## config.mk

```make
export PLATFORM = sky130hd
export DESIGN_NAME = slave_ni_top
export DESIGN_NICKNAME = d
export VERILOG_FILES = /design/src/logic/ni_pkg.sv /design/src/logic/ni_channel_if.sv /design/src/logic/ni_fifo.sv /design/src/logic/ni_req_depacketizer.sv /design/src/logic/ni_rsp_packetizer.sv /design/src/logic/lpi_slave_bridge.sv /design/src/logic/slave_ni_top.sv
export SDC_FILE = /design/constraint.sdc
export NUM_CORES = 1
export LEC_CHECK = 0
export BUFFER_PORTS_ARGS = -buffer_cell sky130_fd_sc_hd__buf_2
export CAP_MARGIN = 5
export CORE_MARGIN = 10
export CORE_UTILIZATION = 50
export CTS_CLUSTER_SIZE = 30
export DETAILED_ROUTE_END_ITERATION = 10
export PLACE_DENSITY = 0.79
export SYNTH_ARGS = -nofsm -noshare
export SYNTH_HDL_FRONTEND = slang
export SYNTH_SLANG_ARGS = --single-unit
```

## constraint.sdc

```tcl
create_clock -name clk -period 3.4 [get_ports clk]
set_input_delay 0.51 -clock clk [delete_from_list [all_inputs] [get_ports clk]]
set_output_delay 0.51 -clock clk [all_outputs]
set_load 0.05 [all_outputs]
```

## src/logic/ni_pkg.sv

```systemverilog
/*
 * Shared definitions of the slave network interface
 * Widths, flit layout, buffer depths and FSM states
 */
package ni_pkg;

	// ************************************************************
	// Widths and plain vector types
	// ************************************************************
	localparam int ADDR_W = 32;
	localparam int DATA_W = 32;
	localparam int STRB_W = DATA_W / 8;
	localparam int LEN_W = 4;
	localparam int RESP_W = 2;
	localparam int FLIT_W = 40;

	typedef logic [ADDR_W-1:0] addr_t;
	typedef logic [DATA_W-1:0] data_t;
	typedef logic [STRB_W-1:0] strb_t;
	typedef logic [LEN_W-1:0] len_t;
	typedef logic [RESP_W-1:0] resp_t;
	typedef logic [FLIT_W-1:0] flit_t;
	typedef logic [1:0] flit_kind_t;

	localparam resp_t RESP_OKAY = 2'd0;
	localparam resp_t RESP_SLVERR = 2'd2;

	localparam flit_kind_t FLIT_HEAD = 2'd1;
	localparam flit_kind_t FLIT_DATA = 2'd2;

	// ************************************************************
	// Flit layout, unused bits are zero
	// ************************************************************
	// Kind sits in [39:38]
	localparam int FLIT_KIND_LSB = 38;
	// Write bit in head flits, last bit in data flits
	localparam int FLIT_FLAG_BIT = 36;
	// Request flits: len or strb in [35:32]
	// Response flits: resp in [33:32]
	localparam int FLIT_MID_LSB = 32;
	// Low bits hold addr, data, or the response len in [3:0]

	// Buffer depths
	localparam int NUM_CMD_BUFFER = 2;
	localparam int NUM_WDATA_BUFFER = 2;

	// ************************************************************
	// FSM states
	// ************************************************************
	typedef enum logic [1:0] {BR_IDLE, BR_ISSUE, BR_WAIT_REPLY} bridge_state_e;
	typedef enum logic [1:0] {PKT_IDLE, PKT_HEAD, PKT_DATA} pkt_state_e;

endpackage

```

## src/logic/ni_channel_if.sv

```systemverilog
/*
 * Internal channels of the slave network interface
 * Request side carries commands and write beats, response side carries replies
 */
`timescale 1ns/1ps

interface ni_req_if;
	// Command group
	logic cmd_valid;
	logic cmd_ready;
	logic cmd_write;
	ni_pkg::addr_t cmd_addr;
	ni_pkg::len_t cmd_len;

	// Write-beat group
	logic wd_valid;
	logic wd_ready;
	ni_pkg::data_t wd_data;
	ni_pkg::strb_t wd_strb;
	logic wd_last;

	modport src (
		output cmd_valid, cmd_write, cmd_addr, cmd_len,
		input cmd_ready,
		output wd_valid, wd_data, wd_strb, wd_last,
		input wd_ready
	);

	modport dst (
		input cmd_valid, cmd_write, cmd_addr, cmd_len,
		output cmd_ready,
		input wd_valid, wd_data, wd_strb, wd_last,
		output wd_ready
	);
endinterface

interface ni_rsp_if;
	logic rsp_valid;
	logic rsp_ready;
	logic rsp_write;
	ni_pkg::resp_t rsp_resp;
	ni_pkg::data_t rsp_data;
	logic rsp_last;

	modport src (output rsp_valid, rsp_write, rsp_resp, rsp_data, rsp_last, input rsp_ready);
	modport dst (input rsp_valid, rsp_write, rsp_resp, rsp_data, rsp_last, output rsp_ready);
endinterface

```

## src/logic/ni_fifo.sv

```systemverilog
/*
 * Small synchronous ring buffer with valid/ready on both sides
 */
`timescale 1ns/1ps

module ni_fifo #(
	parameter int DEPTH = 2,
	parameter int WIDTH = 8
) (
	input  logic clk,
	input  logic rst,
	input  logic in_valid,
	input  logic [WIDTH-1:0] in_data,
	output logic in_ready,
	output logic out_valid,
	output logic [WIDTH-1:0] out_data,
	input  logic out_ready
);
	localparam int PW = (DEPTH > 1) ? $clog2(DEPTH) : 1;
	localparam int CW = $clog2(DEPTH + 1);

	logic [WIDTH-1:0] mem [DEPTH];
	logic [PW-1:0] wr_ptr;
	logic [PW-1:0] rd_ptr;
	logic [CW-1:0] count;
	logic push;
	logic pop;

	assign in_ready = (count != CW'(DEPTH));
	assign out_valid = (count != '0);
	assign out_data = mem[rd_ptr];
	assign push = in_valid && in_ready;
	assign pop = out_valid && out_ready;

	always_ff @(posedge clk) begin
		if (push) begin
			mem[wr_ptr] <= in_data;
		end
	end

	// Pointers wrap at DEPTH, so any depth works
	always_ff @(posedge clk) begin
		if (rst) begin
			wr_ptr <= '0;
			rd_ptr <= '0;
			count <= '0;
		end else begin
			if (push) begin
				wr_ptr <= (wr_ptr == PW'(DEPTH - 1)) ? '0 : wr_ptr + 1'b1;
			end
			if (pop) begin
				rd_ptr <= (rd_ptr == PW'(DEPTH - 1)) ? '0 : rd_ptr + 1'b1;
			end
			if (push && !pop) begin
				count <= count + 1'b1;
			end else if (pop && !push) begin
				count <= count - 1'b1;
			end
		end
	end

endmodule

```

## src/logic/ni_req_depacketizer.sv

```systemverilog
/*
 * Request depacketizer
 * Splits request packets into buffered commands and write beats
 */
`timescale 1ns/1ps

module ni_req_depacketizer (
	input  logic clk,
	input  logic rst,
	input  logic comm_disable,
	input  logic rfni_valid,
	input  ni_pkg::flit_t rfni_flit,
	output logic rfni_ready,
	ni_req_if.src req
);
	localparam int CMD_W = 1 + ni_pkg::LEN_W + ni_pkg::ADDR_W;
	localparam int WD_W = 1 + ni_pkg::STRB_W + ni_pkg::DATA_W;

	ni_pkg::flit_kind_t kind;
	logic flag;
	logic in_pkt;
	logic take;
	logic cmd_push;
	logic cmd_space;
	logic wd_push;
	logic wd_space;
	logic [CMD_W-1:0] cmd_in;
	logic [CMD_W-1:0] cmd_out;
	logic [WD_W-1:0] wd_in;
	logic [WD_W-1:0] wd_out;

	// ************************************************************
	// Flit decode
	// ************************************************************
	assign kind = rfni_flit[ni_pkg::FLIT_KIND_LSB +: 2];
	assign flag = rfni_flit[ni_pkg::FLIT_FLAG_BIT];

	// Head: write, len, addr
	assign cmd_in = {flag, rfni_flit[ni_pkg::FLIT_MID_LSB +: ni_pkg::LEN_W],
		rfni_flit[ni_pkg::ADDR_W-1:0]};
	// Data: last, strb, data
	assign wd_in = {flag, rfni_flit[ni_pkg::FLIT_MID_LSB +: ni_pkg::STRB_W],
		rfni_flit[ni_pkg::DATA_W-1:0]};

	// Between packets only a head is expected
	// comm_disable holds the link off there
	always_comb begin
		if (in_pkt) begin
			rfni_ready = wd_space;
		end else begin
			rfni_ready = cmd_space && !comm_disable;
		end
	end

	assign take = rfni_valid && rfni_ready;
	// Stray flits of the wrong kind are taken and dropped
	assign cmd_push = take && !in_pkt && (kind == ni_pkg::FLIT_HEAD);
	assign wd_push = take && in_pkt && (kind == ni_pkg::FLIT_DATA);

	// A write head opens a packet, the last data flit closes it
	always_ff @(posedge clk) begin
		if (rst) begin
			in_pkt <= 1'b0;
		end else if (cmd_push && flag) begin
			in_pkt <= 1'b1;
		end else if (wd_push && flag) begin
			in_pkt <= 1'b0;
		end
	end

	// ************************************************************
	// Command and write-beat buffers
	// ************************************************************
	ni_fifo #(
		.DEPTH(ni_pkg::NUM_CMD_BUFFER),
		.WIDTH(CMD_W)
	) cmd_fifo (
		.clk(clk),
		.rst(rst),
		.in_valid(cmd_push),
		.in_data(cmd_in),
		.in_ready(cmd_space),
		.out_valid(req.cmd_valid),
		.out_data(cmd_out),
		.out_ready(req.cmd_ready)
	);

	ni_fifo #(
		.DEPTH(ni_pkg::NUM_WDATA_BUFFER),
		.WIDTH(WD_W)
	) wd_fifo (
		.clk(clk),
		.rst(rst),
		.in_valid(wd_push),
		.in_data(wd_in),
		.in_ready(wd_space),
		.out_valid(req.wd_valid),
		.out_data(wd_out),
		.out_ready(req.wd_ready)
	);

	assign {req.cmd_write, req.cmd_len, req.cmd_addr} = cmd_out;
	assign {req.wd_last, req.wd_strb, req.wd_data} = wd_out;

endmodule

```

## src/logic/ni_rsp_packetizer.sv

```systemverilog
/*
 * Response packetizer
 * Packs slave replies into response head and data flits
 */
`timescale 1ns/1ps

module ni_rsp_packetizer (
	input  logic clk,
	input  logic rst,
	ni_rsp_if.dst rsp,
	output logic rbni_valid,
	output ni_pkg::flit_t rbni_flit,
	input  logic rbni_ready
);
	ni_pkg::pkt_state_e state;
	logic wr_q;
	logic out_free;
	logic load_head;
	logic load_data;
	ni_pkg::flit_t head_flit;
	ni_pkg::flit_t data_flit;

	// Output register can take a new flit
	assign out_free = !rbni_valid || rbni_ready;

	// A write reply is dropped once its head is out, read beats become data flits
	always_comb begin
		case (state)
			ni_pkg::PKT_HEAD: rsp.rsp_ready = wr_q && out_free;
			ni_pkg::PKT_DATA: rsp.rsp_ready = out_free;
			default: rsp.rsp_ready = 1'b0;
		endcase
	end

	// The head is built from the first reply without taking it
	assign load_head = (state == ni_pkg::PKT_IDLE) && rsp.rsp_valid && out_free;
	assign load_data = (state == ni_pkg::PKT_DATA) && rsp.rsp_valid && rsp.rsp_ready;

	always_comb begin
		head_flit = '0;
		head_flit[ni_pkg::FLIT_KIND_LSB +: 2] = ni_pkg::FLIT_HEAD;
		head_flit[ni_pkg::FLIT_FLAG_BIT] = rsp.rsp_write;
		head_flit[ni_pkg::FLIT_MID_LSB +: ni_pkg::RESP_W] = rsp.rsp_resp;
		// Len field is zero, no beats are counted at head time

		data_flit = '0;
		data_flit[ni_pkg::FLIT_KIND_LSB +: 2] = ni_pkg::FLIT_DATA;
		data_flit[ni_pkg::FLIT_FLAG_BIT] = rsp.rsp_last;
		data_flit[ni_pkg::FLIT_MID_LSB +: ni_pkg::RESP_W] = rsp.rsp_resp;
		data_flit[ni_pkg::DATA_W-1:0] = rsp.rsp_data;
	end

	// ************************************************************
	// Packet FSM and output register
	// ************************************************************
	always_ff @(posedge clk) begin
		if (rst) begin
			state <= ni_pkg::PKT_IDLE;
			wr_q <= 1'b0;
			rbni_valid <= 1'b0;
		end else begin
			if (load_head || load_data) begin
				rbni_valid <= 1'b1;
			end else if (rbni_ready) begin
				rbni_valid <= 1'b0;
			end
			case (state)
				ni_pkg::PKT_IDLE: begin
					if (load_head) begin
						wr_q <= rsp.rsp_write;
						state <= ni_pkg::PKT_HEAD;
					end
				end
				ni_pkg::PKT_HEAD: begin
					if (!wr_q) begin
						state <= ni_pkg::PKT_DATA;
					end else if (rsp.rsp_valid && rsp.rsp_ready) begin
						state <= ni_pkg::PKT_IDLE;
					end
				end
				ni_pkg::PKT_DATA: begin
					if (load_data && rsp.rsp_last) begin
						state <= ni_pkg::PKT_IDLE;
					end
				end
				default: state <= ni_pkg::PKT_IDLE;
			endcase
		end
	end

	always_ff @(posedge clk) begin
		if (load_head) begin
			rbni_flit <= head_flit;
		end else if (load_data) begin
			rbni_flit <= data_flit;
		end
	end

endmodule

```

## src/logic/lpi_slave_bridge.sv

```systemverilog
/*
 * Command to queue-style slave bridge
 * Issues one q beat per word and forwards y replies as responses
 */
`timescale 1ns/1ps

module lpi_slave_bridge (
	input  logic clk,
	input  logic rst,
	ni_req_if.dst req,
	ni_rsp_if.src rsp,

	// Request channel
	output logic slxq_valid,
	input  logic slxq_ready,
	output logic slxq_write,
	output ni_pkg::addr_t slxq_addr,
	output ni_pkg::len_t slxq_len,
	output ni_pkg::data_t slxq_wdata,
	output ni_pkg::strb_t slxq_wstrb,
	output logic slxq_last,

	// Reply channel
	input  logic slxy_valid,
	output logic slxy_ready,
	input  logic slxy_wreply,
	input  ni_pkg::resp_t slxy_resp,
	input  ni_pkg::data_t slxy_rdata,
	input  logic slxy_last
);
	ni_pkg::bridge_state_e state;
	logic write_q;
	ni_pkg::addr_t addr_q;
	ni_pkg::len_t len_q;
	ni_pkg::len_t beats_left;
	logic cmd_fire;
	logic q_fire;
	logic y_done;

	// ************************************************************
	// Request side
	// ************************************************************
	assign req.cmd_ready = (state == ni_pkg::BR_IDLE);
	assign cmd_fire = req.cmd_valid && req.cmd_ready;

	// A write beat waits for its data word
	assign slxq_valid = (state == ni_pkg::BR_ISSUE) && (!write_q || req.wd_valid);
	assign slxq_write = write_q;
	assign slxq_addr = addr_q;
	assign slxq_len = len_q;
	assign slxq_wdata = write_q ? req.wd_data : '0;
	assign slxq_wstrb = write_q ? req.wd_strb : '0;
	// Burst ends on the counted beat, or early if the write packet ran short
	assign slxq_last = (beats_left == '0) || (write_q && req.wd_last);
	assign q_fire = slxq_valid && slxq_ready;

	// Each write q beat takes one write beat
	assign req.wd_ready = (state == ni_pkg::BR_ISSUE) && write_q && slxq_ready;

	// ************************************************************
	// Reply side
	// ************************************************************
	assign slxy_ready = (state == ni_pkg::BR_WAIT_REPLY) && rsp.rsp_ready;
	assign rsp.rsp_valid = (state == ni_pkg::BR_WAIT_REPLY) && slxy_valid;
	assign rsp.rsp_write = slxy_wreply;
	assign rsp.rsp_resp = slxy_resp;
	assign rsp.rsp_data = slxy_rdata;
	assign rsp.rsp_last = slxy_last;

	// One write reply, or read replies up to the one with last
	assign y_done = slxy_valid && slxy_ready && (slxy_wreply || slxy_last);

	always_ff @(posedge clk) begin
		if (rst) begin
			state <= ni_pkg::BR_IDLE;
			write_q <= 1'b0;
			beats_left <= '0;
		end else begin
			case (state)
				ni_pkg::BR_IDLE: begin
					if (cmd_fire) begin
						write_q <= req.cmd_write;
						beats_left <= req.cmd_len;
						state <= ni_pkg::BR_ISSUE;
					end
				end
				ni_pkg::BR_ISSUE: begin
					if (q_fire) begin
						beats_left <= beats_left - 1'b1;
						if (slxq_last) begin
							state <= ni_pkg::BR_WAIT_REPLY;
						end
					end
				end
				ni_pkg::BR_WAIT_REPLY: begin
					if (y_done) begin
						state <= ni_pkg::BR_IDLE;
					end
				end
				default: state <= ni_pkg::BR_IDLE;
			endcase
		end
	end

	// Address steps one word per beat
	always_ff @(posedge clk) begin
		if (cmd_fire) begin
			addr_q <= req.cmd_addr;
			len_q <= req.cmd_len;
		end else if (q_fire) begin
			addr_q <= addr_q + ni_pkg::addr_t'(ni_pkg::STRB_W);
		end
	end

endmodule

```

## src/logic/slave_ni_top.sv

```systemverilog
/*
 * Slave network interface top
 * Depacketizer, slave bridge and packetizer joined by the internal channels
 */
`timescale 1ns/1ps

module slave_ni_top (
	input  logic clk,
	input  logic rst,
	input  logic comm_disable,

	// Request link from the router
	input  logic rfni_valid,
	input  ni_pkg::flit_t rfni_flit,
	output logic rfni_ready,

	// Response link to the router
	output logic rbni_valid,
	output ni_pkg::flit_t rbni_flit,
	input  logic rbni_ready,

	// Slave request channel
	output logic slxq_valid,
	input  logic slxq_ready,
	output logic slxq_write,
	output ni_pkg::addr_t slxq_addr,
	output ni_pkg::len_t slxq_len,
	output ni_pkg::data_t slxq_wdata,
	output ni_pkg::strb_t slxq_wstrb,
	output logic slxq_last,

	// Slave reply channel
	input  logic slxy_valid,
	output logic slxy_ready,
	input  logic slxy_wreply,
	input  ni_pkg::resp_t slxy_resp,
	input  ni_pkg::data_t slxy_rdata,
	input  logic slxy_last
);
	ni_req_if req_ch ();
	ni_rsp_if rsp_ch ();

	ni_req_depacketizer depack0 (
		.clk(clk),
		.rst(rst),
		.comm_disable(comm_disable),
		.rfni_valid(rfni_valid),
		.rfni_flit(rfni_flit),
		.rfni_ready(rfni_ready),
		.req(req_ch.src)
	);

	lpi_slave_bridge bridge0 (
		.clk(clk),
		.rst(rst),
		.req(req_ch.dst),
		.rsp(rsp_ch.src),
		.slxq_valid(slxq_valid),
		.slxq_ready(slxq_ready),
		.slxq_write(slxq_write),
		.slxq_addr(slxq_addr),
		.slxq_len(slxq_len),
		.slxq_wdata(slxq_wdata),
		.slxq_wstrb(slxq_wstrb),
		.slxq_last(slxq_last),
		.slxy_valid(slxy_valid),
		.slxy_ready(slxy_ready),
		.slxy_wreply(slxy_wreply),
		.slxy_resp(slxy_resp),
		.slxy_rdata(slxy_rdata),
		.slxy_last(slxy_last)
	);

	ni_rsp_packetizer pack0 (
		.clk(clk),
		.rst(rst),
		.rsp(rsp_ch.dst),
		.rbni_valid(rbni_valid),
		.rbni_flit(rbni_flit),
		.rbni_ready(rbni_ready)
	);

endmodule

```

==> metrics, run 1 <==
crit-path cells=buf_12 > mux2i_1 > nor2_1 > buf_2; register area=6739 um^2; Req. time, crit path=2.89 ns; Num CTS Buffers=26; share of cells above drive strength 1=0.2725; most frequent cells in the layout=buf_2 (196), edfxtp_1 (187), nand2_1 (93); PwrDens=852.1 nW/um^2; Crit-path slowest cell=dfxtp_2; gr usage total=0.1704; H-tree Lvls=1; IO buf count=196; clock latency on the worst-skew pair=0.53 ns; Filler cells=1487; Final Hold Vio Count=0; CTS root buf=clkbuf_16; leakage=4.427 nW; largest net degree at the start of global routing=62; Post-Place Setup Slack=1.127 ns; Longest Clk Path Bufs=3; Buf+Inv Stages, Crit Path=2; Max Freq=0.3833 GHz; number of synthesized register bits=243; total grt overflow=0; Seq pwr share=0.400; Synth Flop Type=edfxtp_1; routed vias=6482; internal power=0.006325 W; measured slew at the worst slew-check pin=0.7862 ns; delay-heaviest family, CP=flip-flops; # setup viols final=0; status=completed; max cap viols=0; hold_buf cts=0; die area=25520 um^2; RSZ-0062 raised after global routing=no; synthesis-to-finish area growth=22.84%; Yosys warnings=0; maximum vdd drop=0.4001 mV; Post-Route Utilization=0.6203; WS Path Type=reg2out; Placer Congestion=0.7753; first-pass GRT wire length=35.60 mm; TNS Setup=0 ns; worst hold path type=in2reg; Starting Density=0.5050; Cell Rows=51; Psw=0.003894 W; Slew headroom=0.4710; Antenna Nets Post-Route=0; clk sink count=243; most common cell after layout, fill and taps aside=buf_2; asr flop ratio synth=0; Multi-input gate area=2856 um^2; Critical Path AT=2.10 ns; fin worst setup slack=0.7908 ns; initial antenna violation count=1; Critical Path End Type=primary output; Die X-Extent=159.7 um; Mapped Cells=756; Final Max Slew Viols=0; Vias/cell=5.219; clock network power share=0.287; critical path launch point type=flop; min Tclk post-route=2.609 ns; Fin Hold WS=0.2009 ns; Post-CTS Setup Repair Bufs=0; post-CTS resize count=0; vias in the first global route=6657; clock transition at the registers of the reported paths=0.06 ns; mean routed wirelength per cell=18.05 um; TritonCTS clock tree=done; hpwl dp=15.29 mm; io pins=201; Clock Skew=0.02287 ns; first-pass detailed-route iteration total=5; Avg Inst Size Synth=12.91 um^2; slowest stage delay, CP=0.71 ns; Die Y-Extent=159.7 um; mapped cell area=9763 um^2; Post-layout nets=1046; Routed WL=22.42 mm; Power, Total=0.01022 W; DRC errors left=0; CP Max Fanout=21; Net Sw Frac=0.3810; period utilisation layout=0.7674; Combinational Power Share=0.313; DR iter-0 viols=377; Post-synth EDFFs=187; register area share after synthesis=0.6900; Placeable Area=19330 um^2; post-synth cell types=49
## path summary, 6_finish.rpt
| kind | from | endpoint | slack, ns | depth (start not counted) |
|---|---|---|---|---|
| worst max-delay path | flop | slxq_wdata[1] | 0.79 | 4 |
| worst max register to register | bridge0.slxq_addr[2] | bridge0.slxq_addr[20] | 1.18 | 6 |
| worst min register to register | pack0.rbni_flit[38] | pack0.rbni_flit[38] | 0.44 | 2 |
| worst min-delay path | rfni_flit[16] | depack0.wd_fifo.mem[1][16] | 0.20 | 1 |
## kinds of logic (layout without fill, tap and decap cells)
kind of cell / after synthesis / in the layout / synth area share
flops: 243 / 243 / 0.6900
buf+inv: 49 / 267 / 0.02114
compound gates: 124 / 124 / 0.07407
simple gates: 249 / 249 / 0.1238
mux: 51 / 51 / 0.05293
xor+xnor: 32 / 32 / 0.02871
other cells: 1 / 4 / 0.0003841
fa+ha+maj: 7 / 7 / 0.008970
## stage by stage
step / cell area [um^2] / instances
finish: 11990 / 1242
global route: 11990 / 1241
CTS: 11990 / 1241
detailed placement: 11080 / 1193
global placement: 11080 / 1193
floorplan: 9771 / 758
## power by group through the flow
stage | registers [W] | logic (W) | clock network, W
after floorplan | 0.00485 | 0.00159 | 0
after global placement | 0.00412 | 0.00314 | 0
after detailed placement | 0.00414 | 0.00320 | 0
after CTS | 0.00408 | 0.00322 | 0.00300
after global routing | 0.00414 | 0.00341 | 0.00312
final | 0.00408 | 0.00320 | 0.00294
## state kept, by name, summed over array words and instances (netlist names), 2 cells and up, named ones only
register	count
pack0.rbni_flit	37
pack0.state	2
depack0.wd_fifo.mem	74
depack0.cmd_fifo.count	2
bridge0.slxq_len	4
depack0.cmd_fifo.mem	74
bridge0.beats_left	4
bridge0.state	2
depack0.wd_fifo.count	2
bridge0.slxq_addr	32
## metal layers
layer | GRT usage | up-vias | share of wire
met4 | 0.04254 | 0 | 0.018
met2 | 0.2933 | 176 | 0.49
met5 | 0 | - | 0
met3 | 0.04499 | 31 | 0.064
met1 | 0.2087 | 3126 | 0.42
li1 | - | 3149 | -
## cells in the mapped netlist (all sizes together) (15+ instances only)
cell    number  area, um^2
edfxtp     187        5615
nand2       93       349.1
a21oi       65       325.3
nor2        63       236.5
dfxtp       56        1121
mux2i       46       460.4
nor2b       28       175.2
a211oi      27       202.7
clkbuf      26       97.59
xor2        23       201.4
o21ai       16       80.07
nand3       15       85.08
## cell type report
| cell class | count | area share |
|---|---|---|
| flip-flops and latches | 243 | 0.5619 |
| inverters | 10 | 0.003130 |
| diodes | 1 | 0.0002087 |
| well taps | 265 | 0.02765 |
| multi-input cells | 466 | 0.2382 |
| clock inverters | 10 | 0.01356 |
| repair buffers | 209 | 0.09306 |
| clock buffers | 38 | 0.06228 |
## worst register-to-register path, delay by kind of cell (launching register included)
kind / cells / cell delay [ns]
flops: 1 / 0.45
xor+xnor: 1 / 0.19
compound gates: 1 / 0.09
fa+ha+maj: 1 / 0.26
simple gates: 3 / 0.98
Note: power is estimated with default switching activity, not from simulation.
==> run 2, diff against run 1 <==
--- a/config.mk
+++ b/config.mk
@@ -8,10 +8,10 @@
 export BUFFER_PORTS_ARGS = -buffer_cell sky130_fd_sc_hd__buf_2
 export CAP_MARGIN = 5
 export CORE_MARGIN = 10
-export CORE_UTILIZATION = 50
+export CORE_UTILIZATION = 49
 export CTS_CLUSTER_SIZE = 30
 export DETAILED_ROUTE_END_ITERATION = 10
-export PLACE_DENSITY = 0.79
+export PLACE_DENSITY = 0.8
 export SYNTH_ARGS = -nofsm -noshare
 export SYNTH_HDL_FRONTEND = slang
 export SYNTH_SLANG_ARGS = --single-unit
==> constraint.sdc (replaced) <==
create_clock -name clk -period 2.3 [get_ports clk]
set_input_delay 0.345 -clock clk [delete_from_list [all_inputs] [get_ports clk]]
set_output_delay 0.345 -clock clk [all_outputs]
set_load 0.05 [all_outputs]
==> run 2 against run 1 <==
Against the previous run: cell area shrank 0.73%; cell count grew 0.48%; sequential share of layout area up 0.41 points; clock-buffer cell count is 12 lower; via count is 1.5% higher; power increased by 42%; combinational power up 54%; core utilization shrank 1.1 points; non-clock buffer count rose by 8; critical path type unchanged; largest cell class unchanged; largest power group unchanged.
==> metrics, run 2 (synthesis results as in run 1) <==
status=completed; Cell Rows=51; Hold Startpoint=rfni_flit[14]; WS Path Type=reg2out; clock latency on the worst-skew pair=0.51 ns; hold depth=1; TritonCTS clock tree=done; biggest regs=depack0.cmd_fifo.mem x74, depack0.wd_fifo.mem x74, pack0.rbni_flit x37; RSZ-0062 raised after global routing=no; Antenna Nets Post-Route=0; Combinational Power Share=0.341; Num CTS Buffers=25; worst hold path type=in2reg; FF-to-FF Start=bridge0.slxq_addr[2]; io pins=201; Die Y-Extent=161.2 um; period utilisation layout=0.9466; Vias/cell=5.271; Critical R2R Capture=bridge0.slxq_addr[26]; gr usage total=0.1689; mean routed wirelength per cell=18.10 um; reg2reg setup slack=0.21 ns; Longest Clk Path Bufs=3; DRC errors left=0; Req. time, crit path=1.96 ns; Starting Density=0.5000; largest net degree at the start of global routing=61; first-pass GRT wire length=35.70 mm; Final Max Slew Viols=0; total grt overflow=0; Clock Skew=0.006372 ns; Net Sw Frac=0.3972; Seq pwr share=0.412; Max Freq=0.4593 GHz; CTS root buf=clkbuf_16; PwrDens=1216 nW/um^2; slowest stage delay, CP=0.38 ns; Crit-path slowest cell=dfxtp_1; share of cells above drive strength 1=0.2770; internal power=0.008725 W; leakage=4.382 nW; Post-CTS Setup Repair Bufs=0; Min-Delay Endpoint=depack0.cmd_fifo.mem[0][14]; gr busiest metal=met2; Critical Path AT=1.83 ns; global-route track usage on met2=0.2961; H-tree Lvls=1; Placeable Area=19530 um^2; vias in the first global route=6608; post-route insts no fill=1248; Power, Total=0.01447 W; cells on worst reg2reg path=6; routed vias=6578; Final Hold Vio Count=0; IO buf count=196; crit-path cells=inv_1 > ha_1 > nand3_1 > nor3b_2 > buf_4; placed cells=1201; Critical Path End Type=primary output; hpwl dp=15.64 mm; first-pass detailed-route iteration total=5; clock network power share=0.247; DR iter-0 viols=437; initial antenna violation count=2; hold_buf cts=0; Filler cells=1551; critical path launch point type=flop; Placer Congestion=0.8299; met3 usage=0.03457; most frequent cells in the layout=buf_2 (195), edfxtp_1 (187), nand2_1 (93); # setup viols final=0; CP Max Fanout=4; TNS Setup=0 ns; die area=25970 um^2; clk sink count=243; Psw=0.005749 W; synthesis-to-finish area growth=21.94%; met1 usage=0.2064; min Tclk post-route=2.177 ns; max cap viols=0; most common cell after layout, fill and taps aside=buf_2; post-CTS resize count=0; Routed WL=22.59 mm; Die X-Extent=161.2 um; maximum vdd drop=0.7814 mV; clock transition at the registers of the reported paths=0.06 ns; measured slew at the worst slew-check pin=0.5129 ns; Post-layout nets=1053; Slew headroom=0.6568
-- run 2: power groups by stage --
stage / Sequential (W) / Combinational [W] / Clock [W]
floorplan: 0.00717 / 0.00235 / 0
global placement: 0.00601 / 0.00485 / 0
detailed placement: 0.00604 / 0.00494 / 0
CTS: 0.00596 / 0.00497 / 0.00365
global route: 0.00605 / 0.00527 / 0.00384
finish: 0.00596 / 0.00493 / 0.00358
-- run 2: area by class of cell --
| cell class | count | area [um^2] | share of cell area |
|---|---|---|---|
| diodes | 1 | 2.502 | 0.0002102 |
| clock buffers | 26 | 629.4 | 0.05286 |
| clock inverters | 20 | 100.1 | 0.008408 |
| inverters | 10 | 37.54 | 0.003153 |
| multi-input cells | 466 | 2861 | 0.2404 |
| flip-flops and latches | 243 | 6739 | 0.5661 |
| well taps | 265 | 331.6 | 0.02785 |
| repair buffers | 217 | 1204 | 0.1011 |
-- run 2: worst max path at each step --
| stage | endpoint | startpoint | cells past startpoint |
|---|---|---|---|
| 2_1_floorplan | bridge0.state[0] | bridge0.slxq_write | 6 |
| 5_1_grt | slxy_ready | pack0.state[0] | 5 |
| 4_1_cts | slxy_ready | pack0.state[0] | 5 |
| 3_5_place_dp | bridge0.slxq_addr[26] | bridge0.slxq_addr[2] | 6 |
| 3_3_place_gp | bridge0.slxq_addr[26] | bridge0.slxq_addr[2] | 6 |
| 6_report | slxy_ready | pack0.state[0] | 5 |
-- run 2: routing by layer --
metal,part of all wire,vias up
li1,-,3166
met1,0.41,3183
met2,0.51,191
met3,0.061,38
met4,0.023,0
met5,0,-
-- run 2: worst max-delay path, delay by kind of cell, from the launching register on --
family        cells  cell delay [ns]
fa+ha+maj         1             0.33
buf+inv           2             0.32
flops             1             0.38
simple gates      2             0.30
-- run 2: per-stage QoR --
step	hold WS (ns)	area (um^2)	utilization	setup slack, ns
6_report	0.04577	11910	0.6097	0.1228
5_1_grt	0.03160	11900	0.6096	0.01627
4_1_cts	0.02733	11900	0.6094	0.03584
3_5_place_dp	0.4389	11170	0.5721	0.2370
3_3_place_gp	0.4311	11170	0.5721	0.3290
2_1_floorplan	0.4439	9786	-	0.009888
